## src/verilog/csr_arch_pkg.sv

```systemverilog
`default_nettype none

package csr_arch_pkg;

    localparam int XLEN = 32;

    typedef logic [11:0] csr_addr_t;

    // user counters, time aliases cycle
    localparam csr_addr_t CSR_ADDR_CYCLE     = 12'hc00;
    localparam csr_addr_t CSR_ADDR_TIME      = 12'hc01;
    localparam csr_addr_t CSR_ADDR_INSTRET   = 12'hc02;
    localparam csr_addr_t CSR_ADDR_CYCLEH    = 12'hc80;
    localparam csr_addr_t CSR_ADDR_TIMEH     = 12'hc81;
    localparam csr_addr_t CSR_ADDR_INSTRETH  = 12'hc82;

    localparam csr_addr_t CSR_ADDR_MVENDORID = 12'hf11;
    localparam csr_addr_t CSR_ADDR_MARCHID   = 12'hf12;
    localparam csr_addr_t CSR_ADDR_MIMPID    = 12'hf13;
    localparam csr_addr_t CSR_ADDR_MHARTID   = 12'hf14;

    localparam csr_addr_t CSR_ADDR_MSTATUS   = 12'h300;
    localparam csr_addr_t CSR_ADDR_MISA      = 12'h301;
    localparam csr_addr_t CSR_ADDR_MEDELEG   = 12'h302;
    localparam csr_addr_t CSR_ADDR_MIDELEG   = 12'h303;
    localparam csr_addr_t CSR_ADDR_MIE       = 12'h304;
    localparam csr_addr_t CSR_ADDR_MTVEC     = 12'h305;
    localparam csr_addr_t CSR_ADDR_MSCRATCH  = 12'h340;
    localparam csr_addr_t CSR_ADDR_MEPC      = 12'h341;
    localparam csr_addr_t CSR_ADDR_MCAUSE    = 12'h342;
    localparam csr_addr_t CSR_ADDR_MTVAL     = 12'h343;
    localparam csr_addr_t CSR_ADDR_MIP       = 12'h344;

    localparam csr_addr_t CSR_ADDR_MCYCLE    = 12'hb00;
    localparam csr_addr_t CSR_ADDR_MINSTRET  = 12'hb02;
    localparam csr_addr_t CSR_ADDR_MCYCLEH   = 12'hb80;
    localparam csr_addr_t CSR_ADDR_MINSTRETH = 12'hb82;

    // non-standard compare register, custom machine rw space
    localparam csr_addr_t CSR_ADDR_MTIMECMP  = 12'h7c0;
    localparam csr_addr_t CSR_ADDR_MTIMECMPH = 12'h7c1;

    typedef enum logic [2:0] {
        F3_CSRRW  = 3'b001,
        F3_CSRRS  = 3'b010,
        F3_CSRRC  = 3'b011,
        F3_CSRRWI = 3'b101,
        F3_CSRRSI = 3'b110,
        F3_CSRRCI = 3'b111
    } csr_funct3_e;

    typedef enum logic [1:0] {
        CSR_OP_NONE,
        CSR_OP_WRITE,
        CSR_OP_SET,
        CSR_OP_CLEAR
    } csr_op_e;

    // m-mode only, everything but mie/mpie reads zero
    typedef struct packed {
        logic [23:0] rsvd_hi;
        logic        mpie;      // bit 7
        logic [2:0]  rsvd_mid;
        logic        mie;       // bit 3
        logic [2:0]  rsvd_lo;
    } mstatus_t;

    typedef struct packed {
        logic [19:0] rsvd_hi;
        logic        meip;      // bit 11
        logic [2:0]  rsvd_2;
        logic        mtip;      // bit 7
        logic [2:0]  rsvd_1;
        logic        msip;      // bit 3
        logic [2:0]  rsvd_0;
    } mip_t;

    typedef struct packed {
        logic [19:0] rsvd_hi;
        logic        meie;
        logic [2:0]  rsvd_2;
        logic        mtie;
        logic [2:0]  rsvd_1;
        logic        msie;
        logic [2:0]  rsvd_0;
    } mie_t;

    localparam logic [XLEN-1:0] CAUSE_MSI = 32'h8000_0003;
    localparam logic [XLEN-1:0] CAUSE_MTI = 32'h8000_0007;
    localparam logic [XLEN-1:0] CAUSE_MEI = 32'h8000_000b;

    localparam logic [XLEN-1:0] MISA_RV32I = 32'h4000_0100;   // mxl=1, i bit

endpackage

`default_nettype wire

```

## src/verilog/csr_port_pkg.sv

```systemverilog
`default_nettype none

package csr_port_pkg;

    localparam int INST_IDX_W = 4;

    typedef struct packed {
        csr_arch_pkg::csr_addr_t csr;
        logic [4:0]              rs1;
        logic [2:0]              funct3;
        logic [4:0]              rd;
        logic [6:0]              opcode;
    } csr_inst_reg_t;

    typedef struct packed {
        csr_arch_pkg::csr_addr_t csr;
        logic [4:0]              uimm;     // zero-extended by the decoder
        logic [2:0]              funct3;
        logic [4:0]              rd;
        logic [6:0]              opcode;
    } csr_inst_imm_t;

    // funct3[2] tells which view is live
    typedef union packed {
        csr_inst_reg_t reg_view;
        csr_inst_imm_t imm_view;
    } csr_inst_u;

    typedef struct packed {
        logic                              vld;
        logic                              rd_en;
        csr_arch_pkg::csr_addr_t           addr;
        csr_arch_pkg::csr_op_e             op;
        logic [csr_arch_pkg::XLEN-1:0]     operand;
        logic [4:0]                        rd;
        logic [INST_IDX_W-1:0]             inst_idx;
    } csr_req_t;

    typedef struct packed {
        logic                              en;
        csr_arch_pkg::csr_addr_t           addr;
        logic [csr_arch_pkg::XLEN-1:0]     data;
    } csr_wr_t;

    typedef struct packed {
        logic                              vld;
        logic [csr_arch_pkg::XLEN-1:0]     pc;
        logic [csr_arch_pkg::XLEN-1:0]     cause;
        logic [csr_arch_pkg::XLEN-1:0]     tval;
    } trap_t;

    typedef struct packed {
        csr_arch_pkg::mstatus_t            mstatus;
        logic [csr_arch_pkg::XLEN-1:0]     mtvec;
        logic [csr_arch_pkg::XLEN-1:0]     mepc;
        logic [csr_arch_pkg::XLEN-1:0]     mcause;
        logic [csr_arch_pkg::XLEN-1:0]     mtval;
        logic [csr_arch_pkg::XLEN-1:0]     mscratch;
    } trap_state_t;

    typedef struct packed {
        logic                              wr_en;
        logic [4:0]                        index;
        logic [csr_arch_pkg::XLEN-1:0]     val;
        logic [INST_IDX_W-1:0]             inst_idx;
        logic                              commit;
    } reg_wb_t;

endpackage

`default_nettype wire

```

## src/verilog/csr_decode.sv

```systemverilog
`timescale 1ns/100ps
`default_nettype none

module csr_decode (
    input  logic                                   instruction_vld,
    input  csr_port_pkg::csr_inst_u                instruction_pld,
    input  logic [csr_port_pkg::INST_IDX_W-1:0]    instruction_idx,
    input  logic                                   inst_rd_en,
    input  logic [csr_arch_pkg::XLEN-1:0]          rs1_val,
    output csr_port_pkg::csr_req_t                 req
);

    logic [2:0] funct3;

    assign funct3 = instruction_pld.reg_view.funct3;

    always_comb begin
        req          = '0;
        req.vld      = instruction_vld;
        req.rd_en    = inst_rd_en;
        req.addr     = instruction_pld.reg_view.csr;
        req.rd       = instruction_pld.reg_view.rd;
        req.inst_idx = instruction_idx;

        case (funct3)
            csr_arch_pkg::F3_CSRRW, csr_arch_pkg::F3_CSRRWI: req.op = csr_arch_pkg::CSR_OP_WRITE;
            csr_arch_pkg::F3_CSRRS, csr_arch_pkg::F3_CSRRSI: req.op = csr_arch_pkg::CSR_OP_SET;
            csr_arch_pkg::F3_CSRRC, csr_arch_pkg::F3_CSRRCI: req.op = csr_arch_pkg::CSR_OP_CLEAR;
            default:                                         req.op = csr_arch_pkg::CSR_OP_NONE;
        endcase

        // immediate forms carry uimm in the rs1 slot
        if (funct3[2])
            req.operand = {{(csr_arch_pkg::XLEN-5){1'b0}}, instruction_pld.imm_view.uimm};
        else
            req.operand = rs1_val;
    end

endmodule

`default_nettype wire

```

## src/verilog/csr_trap_regs.sv

```systemverilog
`timescale 1ns/100ps
`default_nettype none

module csr_trap_regs #(
    parameter logic [csr_arch_pkg::XLEN-1:0] MSCRATCH_RESET = '0
) (
    input  logic                        clk,
    input  logic                        rst_n,
    input  csr_port_pkg::csr_wr_t       wr,
    input  csr_port_pkg::trap_t         trap,
    input  logic                        mret_en,
    output csr_port_pkg::trap_state_t   state
);

    logic                            mie_q;
    logic                            mpie_q;
    logic [csr_arch_pkg::XLEN-1:0]   mtvec_q;
    logic [csr_arch_pkg::XLEN-1:0]   mepc_q;
    logic [csr_arch_pkg::XLEN-1:0]   mcause_q;
    logic [csr_arch_pkg::XLEN-1:0]   mtval_q;
    logic [csr_arch_pkg::XLEN-1:0]   mscratch_q;
    csr_arch_pkg::mstatus_t          wr_status;

    logic wr_mstatus;
    logic wr_mtvec;
    logic wr_mepc;
    logic wr_mcause;
    logic wr_mtval;
    logic wr_mscratch;

    assign wr_status   = wr.data;
    assign wr_mstatus  = wr.en && (wr.addr == csr_arch_pkg::CSR_ADDR_MSTATUS);
    assign wr_mtvec    = wr.en && (wr.addr == csr_arch_pkg::CSR_ADDR_MTVEC);
    assign wr_mepc     = wr.en && (wr.addr == csr_arch_pkg::CSR_ADDR_MEPC);
    assign wr_mcause   = wr.en && (wr.addr == csr_arch_pkg::CSR_ADDR_MCAUSE);
    assign wr_mtval    = wr.en && (wr.addr == csr_arch_pkg::CSR_ADDR_MTVAL);
    assign wr_mscratch = wr.en && (wr.addr == csr_arch_pkg::CSR_ADDR_MSCRATCH);

    // trap beats mret beats a csr write
    always_ff @(posedge clk or negedge rst_n) begin
        if (!rst_n) begin
            mie_q  <= 1'b0;
            mpie_q <= 1'b0;
        end else if (trap.vld) begin
            mpie_q <= mie_q;
            mie_q  <= 1'b0;            // handler runs with interrupts off
        end else if (mret_en) begin
            mie_q  <= mpie_q;
            mpie_q <= 1'b1;
        end else if (wr_mstatus) begin
            mie_q  <= wr_status.mie;
            mpie_q <= wr_status.mpie;
        end
    end

    always_ff @(posedge clk or negedge rst_n) begin
        if (!rst_n) begin
            mtvec_q <= '0;
        end else if (wr_mtvec) begin
            mtvec_q[csr_arch_pkg::XLEN-1:2] <= wr.data[csr_arch_pkg::XLEN-1:2];
            if (!wr.data[1])
                mtvec_q[1:0] <= wr.data[1:0];   // only direct/vectored are legal
        end
    end

    always_ff @(posedge clk or negedge rst_n) begin
        if (!rst_n) begin
            mepc_q   <= '0;
            mcause_q <= '0;
            mtval_q  <= '0;
        end else if (trap.vld) begin
            mepc_q   <= trap.pc;
            mcause_q <= trap.cause;
            mtval_q  <= trap.cause[csr_arch_pkg::XLEN-1] ? '0 : trap.tval;
        end else begin
            if (wr_mepc)
                mepc_q <= wr.data;
            if (wr_mcause)
                mcause_q <= wr.data;
            if (wr_mtval)
                mtval_q <= wr.data;
        end
    end

    always_ff @(posedge clk or negedge rst_n) begin
        if (!rst_n)
            mscratch_q <= MSCRATCH_RESET;
        else if (wr_mscratch)
            mscratch_q <= wr.data;
    end

    always_comb begin
        state              = '0;
        state.mstatus.mie  = mie_q;
        state.mstatus.mpie = mpie_q;
        state.mtvec        = mtvec_q;
        state.mepc         = mepc_q;
        state.mcause       = mcause_q;
        state.mtval        = mtval_q;
        state.mscratch     = mscratch_q;
    end

endmodule

`default_nettype wire

```

## src/verilog/csr_timer.sv

```systemverilog
`timescale 1ns/100ps
`default_nettype none

module csr_timer #(
    parameter logic [63:0] MTIMECMP_RESET = 64'h0000_0000_8000_0000
) (
    input  logic                    clk,
    input  logic                    rst_n,
    input  csr_port_pkg::csr_wr_t   wr,
    output logic [63:0]             cycle,
    output logic [63:0]             mtimecmp,
    output logic                    mtip
);

    logic wr_lo;
    logic wr_hi;

    assign wr_lo = wr.en && (wr.addr == csr_arch_pkg::CSR_ADDR_MTIMECMP);
    assign wr_hi = wr.en && (wr.addr == csr_arch_pkg::CSR_ADDR_MTIMECMPH);

    // free running, also read back as time
    always_ff @(posedge clk or negedge rst_n) begin
        if (!rst_n)
            cycle <= '0;
        else
            cycle <= cycle + 64'd1;
    end

    always_ff @(posedge clk or negedge rst_n) begin
        if (!rst_n) begin
            mtimecmp <= MTIMECMP_RESET;
        end else begin
            if (wr_lo)
                mtimecmp[31:0] <= wr.data;
            if (wr_hi)
                mtimecmp[63:32] <= wr.data;
        end
    end

    assign mtip = (cycle > mtimecmp);   // strictly past the compare value

endmodule

`default_nettype wire

```

## src/verilog/csr_intr_ctrl.sv

```systemverilog
`timescale 1ns/100ps
`default_nettype none

module csr_intr_ctrl (
    input  logic                            clk,
    input  logic                            rst_n,
    input  csr_port_pkg::csr_wr_t           wr,
    input  csr_arch_pkg::mstatus_t          mstatus,
    input  logic                            mtip,
    input  logic                            intr_meip_sync,
    input  logic                            intr_msip_sync,
    input  logic                            intr_rdy,
    output logic                            intr_vld,
    output logic [csr_arch_pkg::XLEN-1:0]   intr_op,
    output csr_arch_pkg::mip_t              mip,
    output csr_arch_pkg::mie_t              mie
);

    logic                 meip_q;
    logic                 msip_q;
    logic                 mtip_q;
    logic                 meie_q;
    logic                 msie_q;
    logic                 mtie_q;
    csr_arch_pkg::mip_t   wr_val;     // same bit positions serve mip and mie
    logic                 wr_mip;
    logic                 wr_mie;
    logic                 me_en;
    logic                 ms_en;
    logic                 mt_en;
    logic                 handshake;

    assign wr_val = wr.data;
    assign wr_mip = wr.en && (wr.addr == csr_arch_pkg::CSR_ADDR_MIP);
    assign wr_mie = wr.en && (wr.addr == csr_arch_pkg::CSR_ADDR_MIE);

    // one pending source at a time, meip first
    always_ff @(posedge clk or negedge rst_n) begin
        if (!rst_n) begin
            meip_q <= 1'b0;
            msip_q <= 1'b0;
            mtip_q <= 1'b0;
        end else if (handshake) begin
            meip_q <= 1'b0;
            msip_q <= 1'b0;
            mtip_q <= 1'b0;
        end else if (intr_meip_sync || intr_msip_sync || mtip) begin
            meip_q <= intr_meip_sync;
            msip_q <= intr_msip_sync && !intr_meip_sync;
            mtip_q <= mtip && !intr_msip_sync && !intr_meip_sync;
        end else if (wr_mip) begin
            meip_q <= wr_val.meip;
            msip_q <= wr_val.msip;
            mtip_q <= wr_val.mtip;
        end
    end

    always_ff @(posedge clk or negedge rst_n) begin
        if (!rst_n) begin
            meie_q <= 1'b1;     // external enabled out of reset
            msie_q <= 1'b0;
            mtie_q <= 1'b0;
        end else if (wr_mie) begin
            meie_q <= wr_val.meip;
            msie_q <= wr_val.msip;
            mtie_q <= wr_val.mtip;
        end
    end

    always_comb begin
        mip      = '0;
        mip.meip = meip_q;
        mip.msip = msip_q;
        mip.mtip = mtip_q;
        mie      = '0;
        mie.meie = meie_q;
        mie.msie = msie_q;
        mie.mtie = mtie_q;
    end

    assign me_en = mstatus.mie && meie_q && meip_q;
    assign ms_en = mstatus.mie && msie_q && msip_q;
    assign mt_en = mstatus.mie && mtie_q && mtip_q;

    assign intr_vld  = me_en || ms_en || mt_en;
    assign intr_op   = me_en ? csr_arch_pkg::CAUSE_MEI :
                       ms_en ? csr_arch_pkg::CAUSE_MSI :
                       mt_en ? csr_arch_pkg::CAUSE_MTI : '0;
    assign handshake = intr_vld && intr_rdy;

endmodule

`default_nettype wire

```

## src/verilog/csr_rmw.sv

```systemverilog
`timescale 1ns/100ps
`default_nettype none

module csr_rmw #(
    parameter logic [csr_arch_pkg::XLEN-1:0] HART_ID = '0
) (
    input  csr_port_pkg::csr_req_t          req,
    input  csr_port_pkg::trap_state_t       state,
    input  logic [63:0]                     cycle,
    input  logic [63:0]                     mtimecmp,
    input  csr_arch_pkg::mip_t              mip,
    input  csr_arch_pkg::mie_t              mie,
    output csr_port_pkg::csr_wr_t           wr,
    output csr_port_pkg::reg_wb_t           reg_wb
);

    logic [csr_arch_pkg::XLEN-1:0] rdata;
    logic [csr_arch_pkg::XLEN-1:0] wdata;
    logic                          wr_en;

    always_comb begin
        case (req.addr)
            csr_arch_pkg::CSR_ADDR_CYCLE,
            csr_arch_pkg::CSR_ADDR_TIME,
            csr_arch_pkg::CSR_ADDR_MCYCLE:    rdata = cycle[31:0];
            csr_arch_pkg::CSR_ADDR_CYCLEH,
            csr_arch_pkg::CSR_ADDR_TIMEH,
            csr_arch_pkg::CSR_ADDR_MCYCLEH:   rdata = cycle[63:32];
            csr_arch_pkg::CSR_ADDR_MTIMECMP:  rdata = mtimecmp[31:0];
            csr_arch_pkg::CSR_ADDR_MTIMECMPH: rdata = mtimecmp[63:32];
            csr_arch_pkg::CSR_ADDR_MHARTID:   rdata = HART_ID;
            csr_arch_pkg::CSR_ADDR_MISA:      rdata = csr_arch_pkg::MISA_RV32I;
            csr_arch_pkg::CSR_ADDR_MSTATUS:   rdata = state.mstatus;
            csr_arch_pkg::CSR_ADDR_MTVEC:     rdata = state.mtvec;
            csr_arch_pkg::CSR_ADDR_MEPC:      rdata = state.mepc;
            csr_arch_pkg::CSR_ADDR_MCAUSE:    rdata = state.mcause;
            csr_arch_pkg::CSR_ADDR_MTVAL:     rdata = state.mtval;
            csr_arch_pkg::CSR_ADDR_MSCRATCH:  rdata = state.mscratch;
            csr_arch_pkg::CSR_ADDR_MIP:       rdata = mip;
            csr_arch_pkg::CSR_ADDR_MIE:       rdata = mie;
            // no instret, no ids, no delegation
            csr_arch_pkg::CSR_ADDR_INSTRET,
            csr_arch_pkg::CSR_ADDR_INSTRETH,
            csr_arch_pkg::CSR_ADDR_MINSTRET,
            csr_arch_pkg::CSR_ADDR_MINSTRETH,
            csr_arch_pkg::CSR_ADDR_MVENDORID,
            csr_arch_pkg::CSR_ADDR_MARCHID,
            csr_arch_pkg::CSR_ADDR_MIMPID,
            csr_arch_pkg::CSR_ADDR_MEDELEG,
            csr_arch_pkg::CSR_ADDR_MIDELEG:   rdata = '0;
            default:                          rdata = '0;
        endcase
    end

    always_comb begin
        case (req.op)
            csr_arch_pkg::CSR_OP_WRITE: wdata = req.operand;
            csr_arch_pkg::CSR_OP_SET:   wdata = rdata | req.operand;
            csr_arch_pkg::CSR_OP_CLEAR: wdata = rdata & ~req.operand;
            default:                    wdata = '0;     // bad funct3 still writes
        endcase
    end

    // rd_en gates the csr write as well as the writeback
    assign wr_en = req.vld && req.rd_en;

    assign wr.en   = wr_en;
    assign wr.addr = req.addr;
    assign wr.data = wdata;

    assign reg_wb.wr_en    = wr_en;
    assign reg_wb.index    = req.rd;
    assign reg_wb.val      = rdata;     // old value goes back to rd
    assign reg_wb.inst_idx = req.inst_idx;
    assign reg_wb.commit   = req.vld;

endmodule

`default_nettype wire

```

## src/verilog/csr_unit.sv

```systemverilog
`timescale 1ns/100ps
`default_nettype none

module csr_unit #(
    parameter logic [csr_arch_pkg::XLEN-1:0] HART_ID        = 32'd1,
    parameter logic [63:0]                   MTIMECMP_RESET = 64'h0000_0000_8000_0000,
    parameter logic [csr_arch_pkg::XLEN-1:0] MSCRATCH_RESET = 32'hb000_0000
) (
    input  logic                                   clk,
    input  logic                                   rst_n,
    input  logic                                   instruction_vld,
    input  csr_port_pkg::csr_inst_u                instruction_pld,
    input  logic [csr_port_pkg::INST_IDX_W-1:0]    instruction_idx,
    input  logic                                   inst_rd_en,
    input  logic [csr_arch_pkg::XLEN-1:0]          rs1_val,
    input  csr_port_pkg::trap_t                    trap,
    input  logic                                   mret_en,
    input  logic                                   intr_meip_sync,
    input  logic                                   intr_msip_sync,
    input  logic                                   intr_rdy,
    output logic                                   intr_vld,
    output logic [csr_arch_pkg::XLEN-1:0]          intr_op,
    output csr_port_pkg::reg_wb_t                  reg_wb,
    output logic [csr_arch_pkg::XLEN-1:0]          csr_mtvec_val,
    output logic [csr_arch_pkg::XLEN-1:0]          csr_mepc_val
);

    csr_port_pkg::csr_req_t       req;
    csr_port_pkg::csr_wr_t        wr;
    csr_port_pkg::trap_state_t    state;
    logic [63:0]                  cycle;
    logic [63:0]                  mtimecmp;
    logic                         mtip;
    csr_arch_pkg::mip_t           mip;
    csr_arch_pkg::mie_t           mie;

    csr_decode u_decode (
        .instruction_vld (instruction_vld),
        .instruction_pld (instruction_pld),
        .instruction_idx (instruction_idx),
        .inst_rd_en      (inst_rd_en),
        .rs1_val         (rs1_val),
        .req             (req)
    );

    csr_rmw #(.HART_ID(HART_ID)) u_rmw (
        .req      (req),
        .state    (state),
        .cycle    (cycle),
        .mtimecmp (mtimecmp),
        .mip      (mip),
        .mie      (mie),
        .wr       (wr),
        .reg_wb   (reg_wb)
    );

    csr_trap_regs #(.MSCRATCH_RESET(MSCRATCH_RESET)) u_trap_regs (
        .clk     (clk),
        .rst_n   (rst_n),
        .wr      (wr),
        .trap    (trap),
        .mret_en (mret_en),
        .state   (state)
    );

    csr_timer #(.MTIMECMP_RESET(MTIMECMP_RESET)) u_timer (
        .clk      (clk),
        .rst_n    (rst_n),
        .wr       (wr),
        .cycle    (cycle),
        .mtimecmp (mtimecmp),
        .mtip     (mtip)
    );

    csr_intr_ctrl u_intr_ctrl (
        .clk            (clk),
        .rst_n          (rst_n),
        .wr             (wr),
        .mstatus        (state.mstatus),
        .mtip           (mtip),
        .intr_meip_sync (intr_meip_sync),
        .intr_msip_sync (intr_msip_sync),
        .intr_rdy       (intr_rdy),
        .intr_vld       (intr_vld),
        .intr_op        (intr_op),
        .mip            (mip),
        .mie            (mie)
    );

    // trap vector and return address for the fetch unit
    assign csr_mtvec_val = state.mtvec;
    assign csr_mepc_val  = state.mepc;

endmodule

`default_nettype wire

```

## config.mk

```make
export PLATFORM = sky130hd
export DESIGN_NAME = csr_unit
export DESIGN_NICKNAME = d
export VERILOG_FILES = /design/src/verilog/csr_arch_pkg.sv /design/src/verilog/csr_port_pkg.sv /design/src/verilog/csr_decode.sv /design/src/verilog/csr_trap_regs.sv /design/src/verilog/csr_timer.sv /design/src/verilog/csr_intr_ctrl.sv /design/src/verilog/csr_rmw.sv /design/src/verilog/csr_unit.sv
export SDC_FILE = /design/constraint.sdc
export NUM_CORES = 1
export LEC_CHECK = 0
export BUFFER_PORTS_ARGS = -buffer_cell sky130_fd_sc_hd__clkbuf_2
export CAP_MARGIN = 20
export CORE_ASPECT_RATIO = 2
export CORE_MARGIN = 2
export CORE_UTILIZATION = 30
export CTS_BUF_LIST = sky130_fd_sc_hd__clkbuf_8 sky130_fd_sc_hd__clkbuf_16
export DETAILED_ROUTE_END_ITERATION = 7
export HOLD_SLACK_MARGIN = 0.08
export PLACE_DENSITY = 0.53
export REMOVE_ABC_BUFFERS = 1
export SLEW_MARGIN = 20
export SYNTH_ARGS = -nofsm -noshare
export SYNTH_HDL_FRONTEND = slang
export SYNTH_SLANG_ARGS = --single-unit
```

## constraint.sdc

```tcl
create_clock -name clk -period 5.2 [get_ports clk]
set_input_delay 1.56 -clock clk [delete_from_list [all_inputs] [get_ports clk]]
set_output_delay 1.56 -clock clk [all_outputs]
set_load 0.03 [all_outputs]
```

# [After elaboration in Yosys (flattened, before gate mapping)]
# Index checks and enable logic that the tools add are counted.
[classes] addsub=1 n_lt_le_gt_ge=1 n_eq_ne=27 mux=29 bitwise=4 reduce_logical=38
[ops] op="32-bit one-hot mux with 14 select lines" count=1
[ops] op="32-bit 2-to-1 mux" count=11
[ops] op="12-bit by 10-bit equality test with 1-bit output, second input constant" count=9
[ops] op="32-bit one-hot mux with 3 select lines" count=1
[ops] op="12-bit equality test, second input constant" count=7
[ops] op="64-bit by 1-bit adder with 64-bit output, second input constant" count=1
[ops] op="64-bit greater-than comparator" count=1
[ops] op="32-bit AND" count=1
[ops] op="32-bit inverter" count=1
[ops] op="32-bit OR" count=1
[ops] op="12-bit by 11-bit equality test with 1-bit output, second input constant" count=2
[ops] op="1-bit logical AND" count=21
[ops] op="1-bit 2-to-1 mux" count=15
[ops] op="3-bit equality test, second input constant" count=3
[ops] op="3-bit by 2-bit equality test with 1-bit output, second input constant" count=2
[ops] op="2-bit one-hot mux with 3 select lines" count=1
[ops] op="2-bit nonzero test" count=3
[ops] op="3-bit nonzero test" count=2
[ops] op="2-bit OR reduction" count=3
[ops] op="3-bit OR reduction" count=2
[ops] op="2-bit equality test, second input constant" count=2
[ops] op="1-bit logical OR" count=4
[ops] op="3-bit by 1-bit equality test with 1-bit output, second input constant" count=1
[ops] op="2-bit by 1-bit equality test with 1-bit output, second input constant" count=1
[ops] op="other kinds (3)" count=4
[totals] ff_bits=295 output_inout_bits=140

# [Depth between registers and ports, before layout]
[logic_depth] ltp_word=8 depth_mapped=11 depth_no_buf=9

# [By module]
# From an unflattened synthesis, not the netlist that was laid out.
[unflattened] hier_cells=2065 area_unflattened_um2=20424.6
[by_module_without_submodules] mod="csr_trap_regs" n_inst=1 cells_per_inst=621 area_per_inst_um2=7633.6
[by_module_without_submodules] mod="csr_timer" n_inst=1 cells_per_inst=667 area_per_inst_um2=6801.5
[by_module_without_submodules] mod="csr_rmw" n_inst=1 cells_per_inst=585 area_per_inst_um2=4429.2
[by_module_without_submodules] mod="csr_intr_ctrl" n_inst=1 cells_per_inst=132 area_per_inst_um2=1119.8
[by_module_without_submodules] mod="csr_decode" n_inst=1 cells_per_inst=60 area_per_inst_um2=440.4

# [Least setup slack after synthesis]
# No wires, ideal clock.
[synth_path] path_type="input to output" from="in instruction_pld[22] (netlist name)" to="out reg_wb[31] (netlist name)" arrival_ns=3.518 path_slack_ns=0.122 stages=7 path_cell_list="buf_6 or4_4 o32a_4 nor4b_4 buf_4 a222oi_1 nand3_1"
[synth_lines] element="start: declaration" line="csr_unit.sv:12" text="input csr_port_pkg::csr_inst_u instruction_pld,"
[synth_lines] element="end: declaration" line="csr_unit.sv:23" text="output csr_port_pkg::reg_wb_t reg_wb,"

==> metrics.txt <==
mean post-synth cell area=9.082 µm²; Max IR drop VDD=0.2363 mV; DRT iter0 DRCs=1335; largest net degree at the start of global routing=95; Hold Fails Final Rpt=0; status=complete, but fails checks; P per Cell Area=244.2 nW/µm²; # H-tree levels=1; Die H=344.1 µm; clk_lat worst skew=around 0.6 ns; Worst EP arrival=3.77 ns; fin area=21820 µm²; full die area=59880 µm²; ys flop type=dfrtp_1; area grow syn2layout=25.77%; crit path cell chain=clkbuf_2 > and2_1 > and4_4 > buf_4 > a222oi_1 > nand3_1 > a221o_1 > clkbuf_8; row cnt=between 100 and 150; crit share post-route=1.026; 1st-pass router iterations=8; DRC viols=0; WL final=77.90 mm; I/O Buffers=259; ys async rst share=1.000; leading area contributor after synthesis=dfrtp_1; mapped cell area=17350 µm²; # Max-Cap Violations=0; fin nets=~2400; slew of the pin with the lowest slew margin=1.157 ns; synth warn=0; first-pass GRT wire length=approximately 110 mm; Vias/cell=around 5.5; dpl cell area=19950 µm²; worst clock skew=roughly 0.021 ns; final setup vio count=16; kind of critical path=input port to output pin; Synth area leaders=dfrtp_1 (42%), a21oi_1 (5.5%), ha_1 (4.7%), buf_4 (4.6%), nor2_1 (3.7%); critical path capture point type=output pin; post-route setup slack=-0.1334 ns; post-synthesis cell count=1910; sequential element share of the synthesized area=0.4259; core box area=around 57000 µm²; HPWL after DPL=58.41 mm; Startpoint Class=input port; Ports=313; GRT Overall Usage=0.2546; Unique masters post-synth=78; final slew viol count=0; vias in the first global route=16530; Initial Utilization=0.3038; most frequent cells in the layout=dfrtp_1 (290), clkbuf_2 (222), a21oi_1 (188); clock tree buffer depth=3; commonest non-fill, non-tap cell in the layout=dfrtp_1; slowest stage cell on the critical path=a222oi_1; clock sinks=295; slowest cell delay on critical path=0.59 ns; GPL Wtd Cong=0.9695; vias post-DR=16220; leakage power=9.909 nW; CP Data Required Time=3.64 ns; wire length per cell=26.26 µm; HP Class=flip-flop to flip-flop; violated checks=negative setup slack; CTS tree=done; Synth Register Bits=about 300; critical path fanouts, max=3; number of synthesized flops with an enable pin=0; GRT Residual Overflow=0; fmax=~0.19 GHz; min Tclk post-route=about 5.3 ns; remaining antenna violation count=0; antenna violations before repair=1; proportion of layout cells with a drive suffix above 1=0.2712; top cell type's share of synthesized area=0.4183; Final Util=0.3821; Chip Width=174.0 µm; RSZ-0062 raised after global routing=yes; Worst-path clk slew=0.06 ns; Root Driver=clkbuf_16; CTS buffer count=30; slew margin rel.=0.2248
-- report_power, final --
| group | internal [mW] | switching (mW) |
|---|---|---|
| Combinational | 0.234 | 0.427 |
| Clock | 1.22 | 1.01 |
| Sequential | 2.37 | 0.0663 |
| Total | 3.83 | 1.50 |
-- metrics by stage --
step	setup WS [ns]	hold slack (ns)	power [mW]	instances	TNS (ns)
2_1_floorplan	-0.7427	0.4429	2.745	1712	-36.36
3_3_place_gp	-0.3313	0.4631	3.120	2889	-7.316
3_5_place_dp	-0.3270	0.4690	3.131	2889	-7.126
4_1_cts	-0.1314	0.4828	5.356	2955	-1.423
5_1_grt	-0.1431	0.5177	5.509	2965	-1.392
6_report	-0.1334	0.4788	5.328	2966	-0.6565
-- critical path: cells and delay by family --
family / cells / cell delay [ns]
buffers and inverters: 3 / 0.45
AND/OR/NAND/NOR: 3 / 0.76
AO/OA/AOI/OAI: 2 / 0.99
-- metal layers --
metal,global-route usage,part of all wire
met5,0,0
met3,0.02866,0.047
met4,0.1383,0.062
met1,0.2807,0.37
met2,0.4751,0.52
-- worst paths after layout --
kind | start | end | slack [ns] | cells past startpoint
worst max-delay path | instruction_pld[29] | reg_wb[5] | -0.13 | 8
worst min-delay path | u_trap_regs.mtval_q[2]$_DFFE_PN0P_ | u_trap_regs.mtval_q[2]$_DFFE_PN0P_ | 0.48 | 2
worst max register to register | u_timer.cycle[35]$_DFF_PN0_ | u_timer.cycle[62]$_DFF_PN0_ | 1.58 | 7
worst min register to register | u_trap_regs.mtval_q[2]$_DFFE_PN0P_ | u_trap_regs.mtval_q[2]$_DFFE_PN0P_ | 0.48 | 2
max in group asynchronous | rst_n | u_trap_regs.mscratch_q[31]$_DFFE_PN1P_ | 3.11 | 2
min in group asynchronous | rst_n | u_trap_regs.mepc_q[26]$_DFFE_PN0P_ | 0.97 | 1
-- logic make-up after synthesis --
family                   after synthesis  share of synthesized area
AO/OA/AOI/OAI                        564                     0.2105
XOR/XNOR                              63                    0.03181
adder cells (fa/ha/maj)               65                    0.04688
buffers and inverters                307                    0.09132
flip-flops                           295                     0.4259
multiplexers                          30                    0.01868
other                                  1                  0.0002162
AND/OR/NAND/NOR                      585                     0.1746
-- Yosys cell counts, types with 14 or more instances --
cell type / number
nand2b_1: 32
ha_1: 65
inv_1: 82
a211oi_1: 17
buf_4: 107
nor3_1: 23
mux2_2: 16
a222oi_1: 44
a21oi_1: 189
xor2_1: 14
dfrtp_1: 290
nand2_1: 110
a22oi_1: 55
nor2_1: 171
buf_2: 18
a31oi_1: 32
clkbuf_1: 87
and3_1: 20
nand4_1: 40
nor3b_1: 53
xnor2_1: 49
nand3_1: 66
a21o_1: 17
o21ai_0: 29
o21ai_1: 99
-- sequential cells by signal (all words and copies together) (netlist names) --
register / flops
u_timer.cycle: 64
u_timer.mtimecmp: 64
u_trap_regs.mcause_q: 32
u_trap_regs.mepc_q: 32
u_trap_regs.mscratch_q: 32
u_trap_regs.mtval_q: 32
u_trap_regs.mtvec_q: 31
u_intr_ctrl.meie_q: 1
u_intr_ctrl.meip_q: 1
u_intr_ctrl.msie_q: 1
u_intr_ctrl.msip_q: 1
u_intr_ctrl.mtie_q: 1
u_intr_ctrl.mtip_q: 1
u_trap_regs.mie_q: 1
u_trap_regs.mpie_q: 1
-- layout make-up --
| cell class | instances | area [µm²] |
|---|---|---|
| timing repair buffer | 441 | 3304 |
| clock buffer | 34 | 817.0 |
| fill | 5885 | 35280 |
| tap | 756 | 945.9 |
| clock inverter | 22 | 162.7 |
| sequential | 295 | 7388 |
| inverter | 82 | 307.8 |
| multi-input combinational | 1335 | 8889 |
| antenna | 1 | 2.502 |
-- what timing repair did --
action / CTS / global route
gates cloned: 0 / 1
gates resized for setup: 118 / 57
setup buffers: 11 / 12
hold buffers: 0 / 0
endpoints found under the setup margin: 32 / 32
pin swaps: 23 / 29
Note: power is estimated with default switching activity, not from simulation.
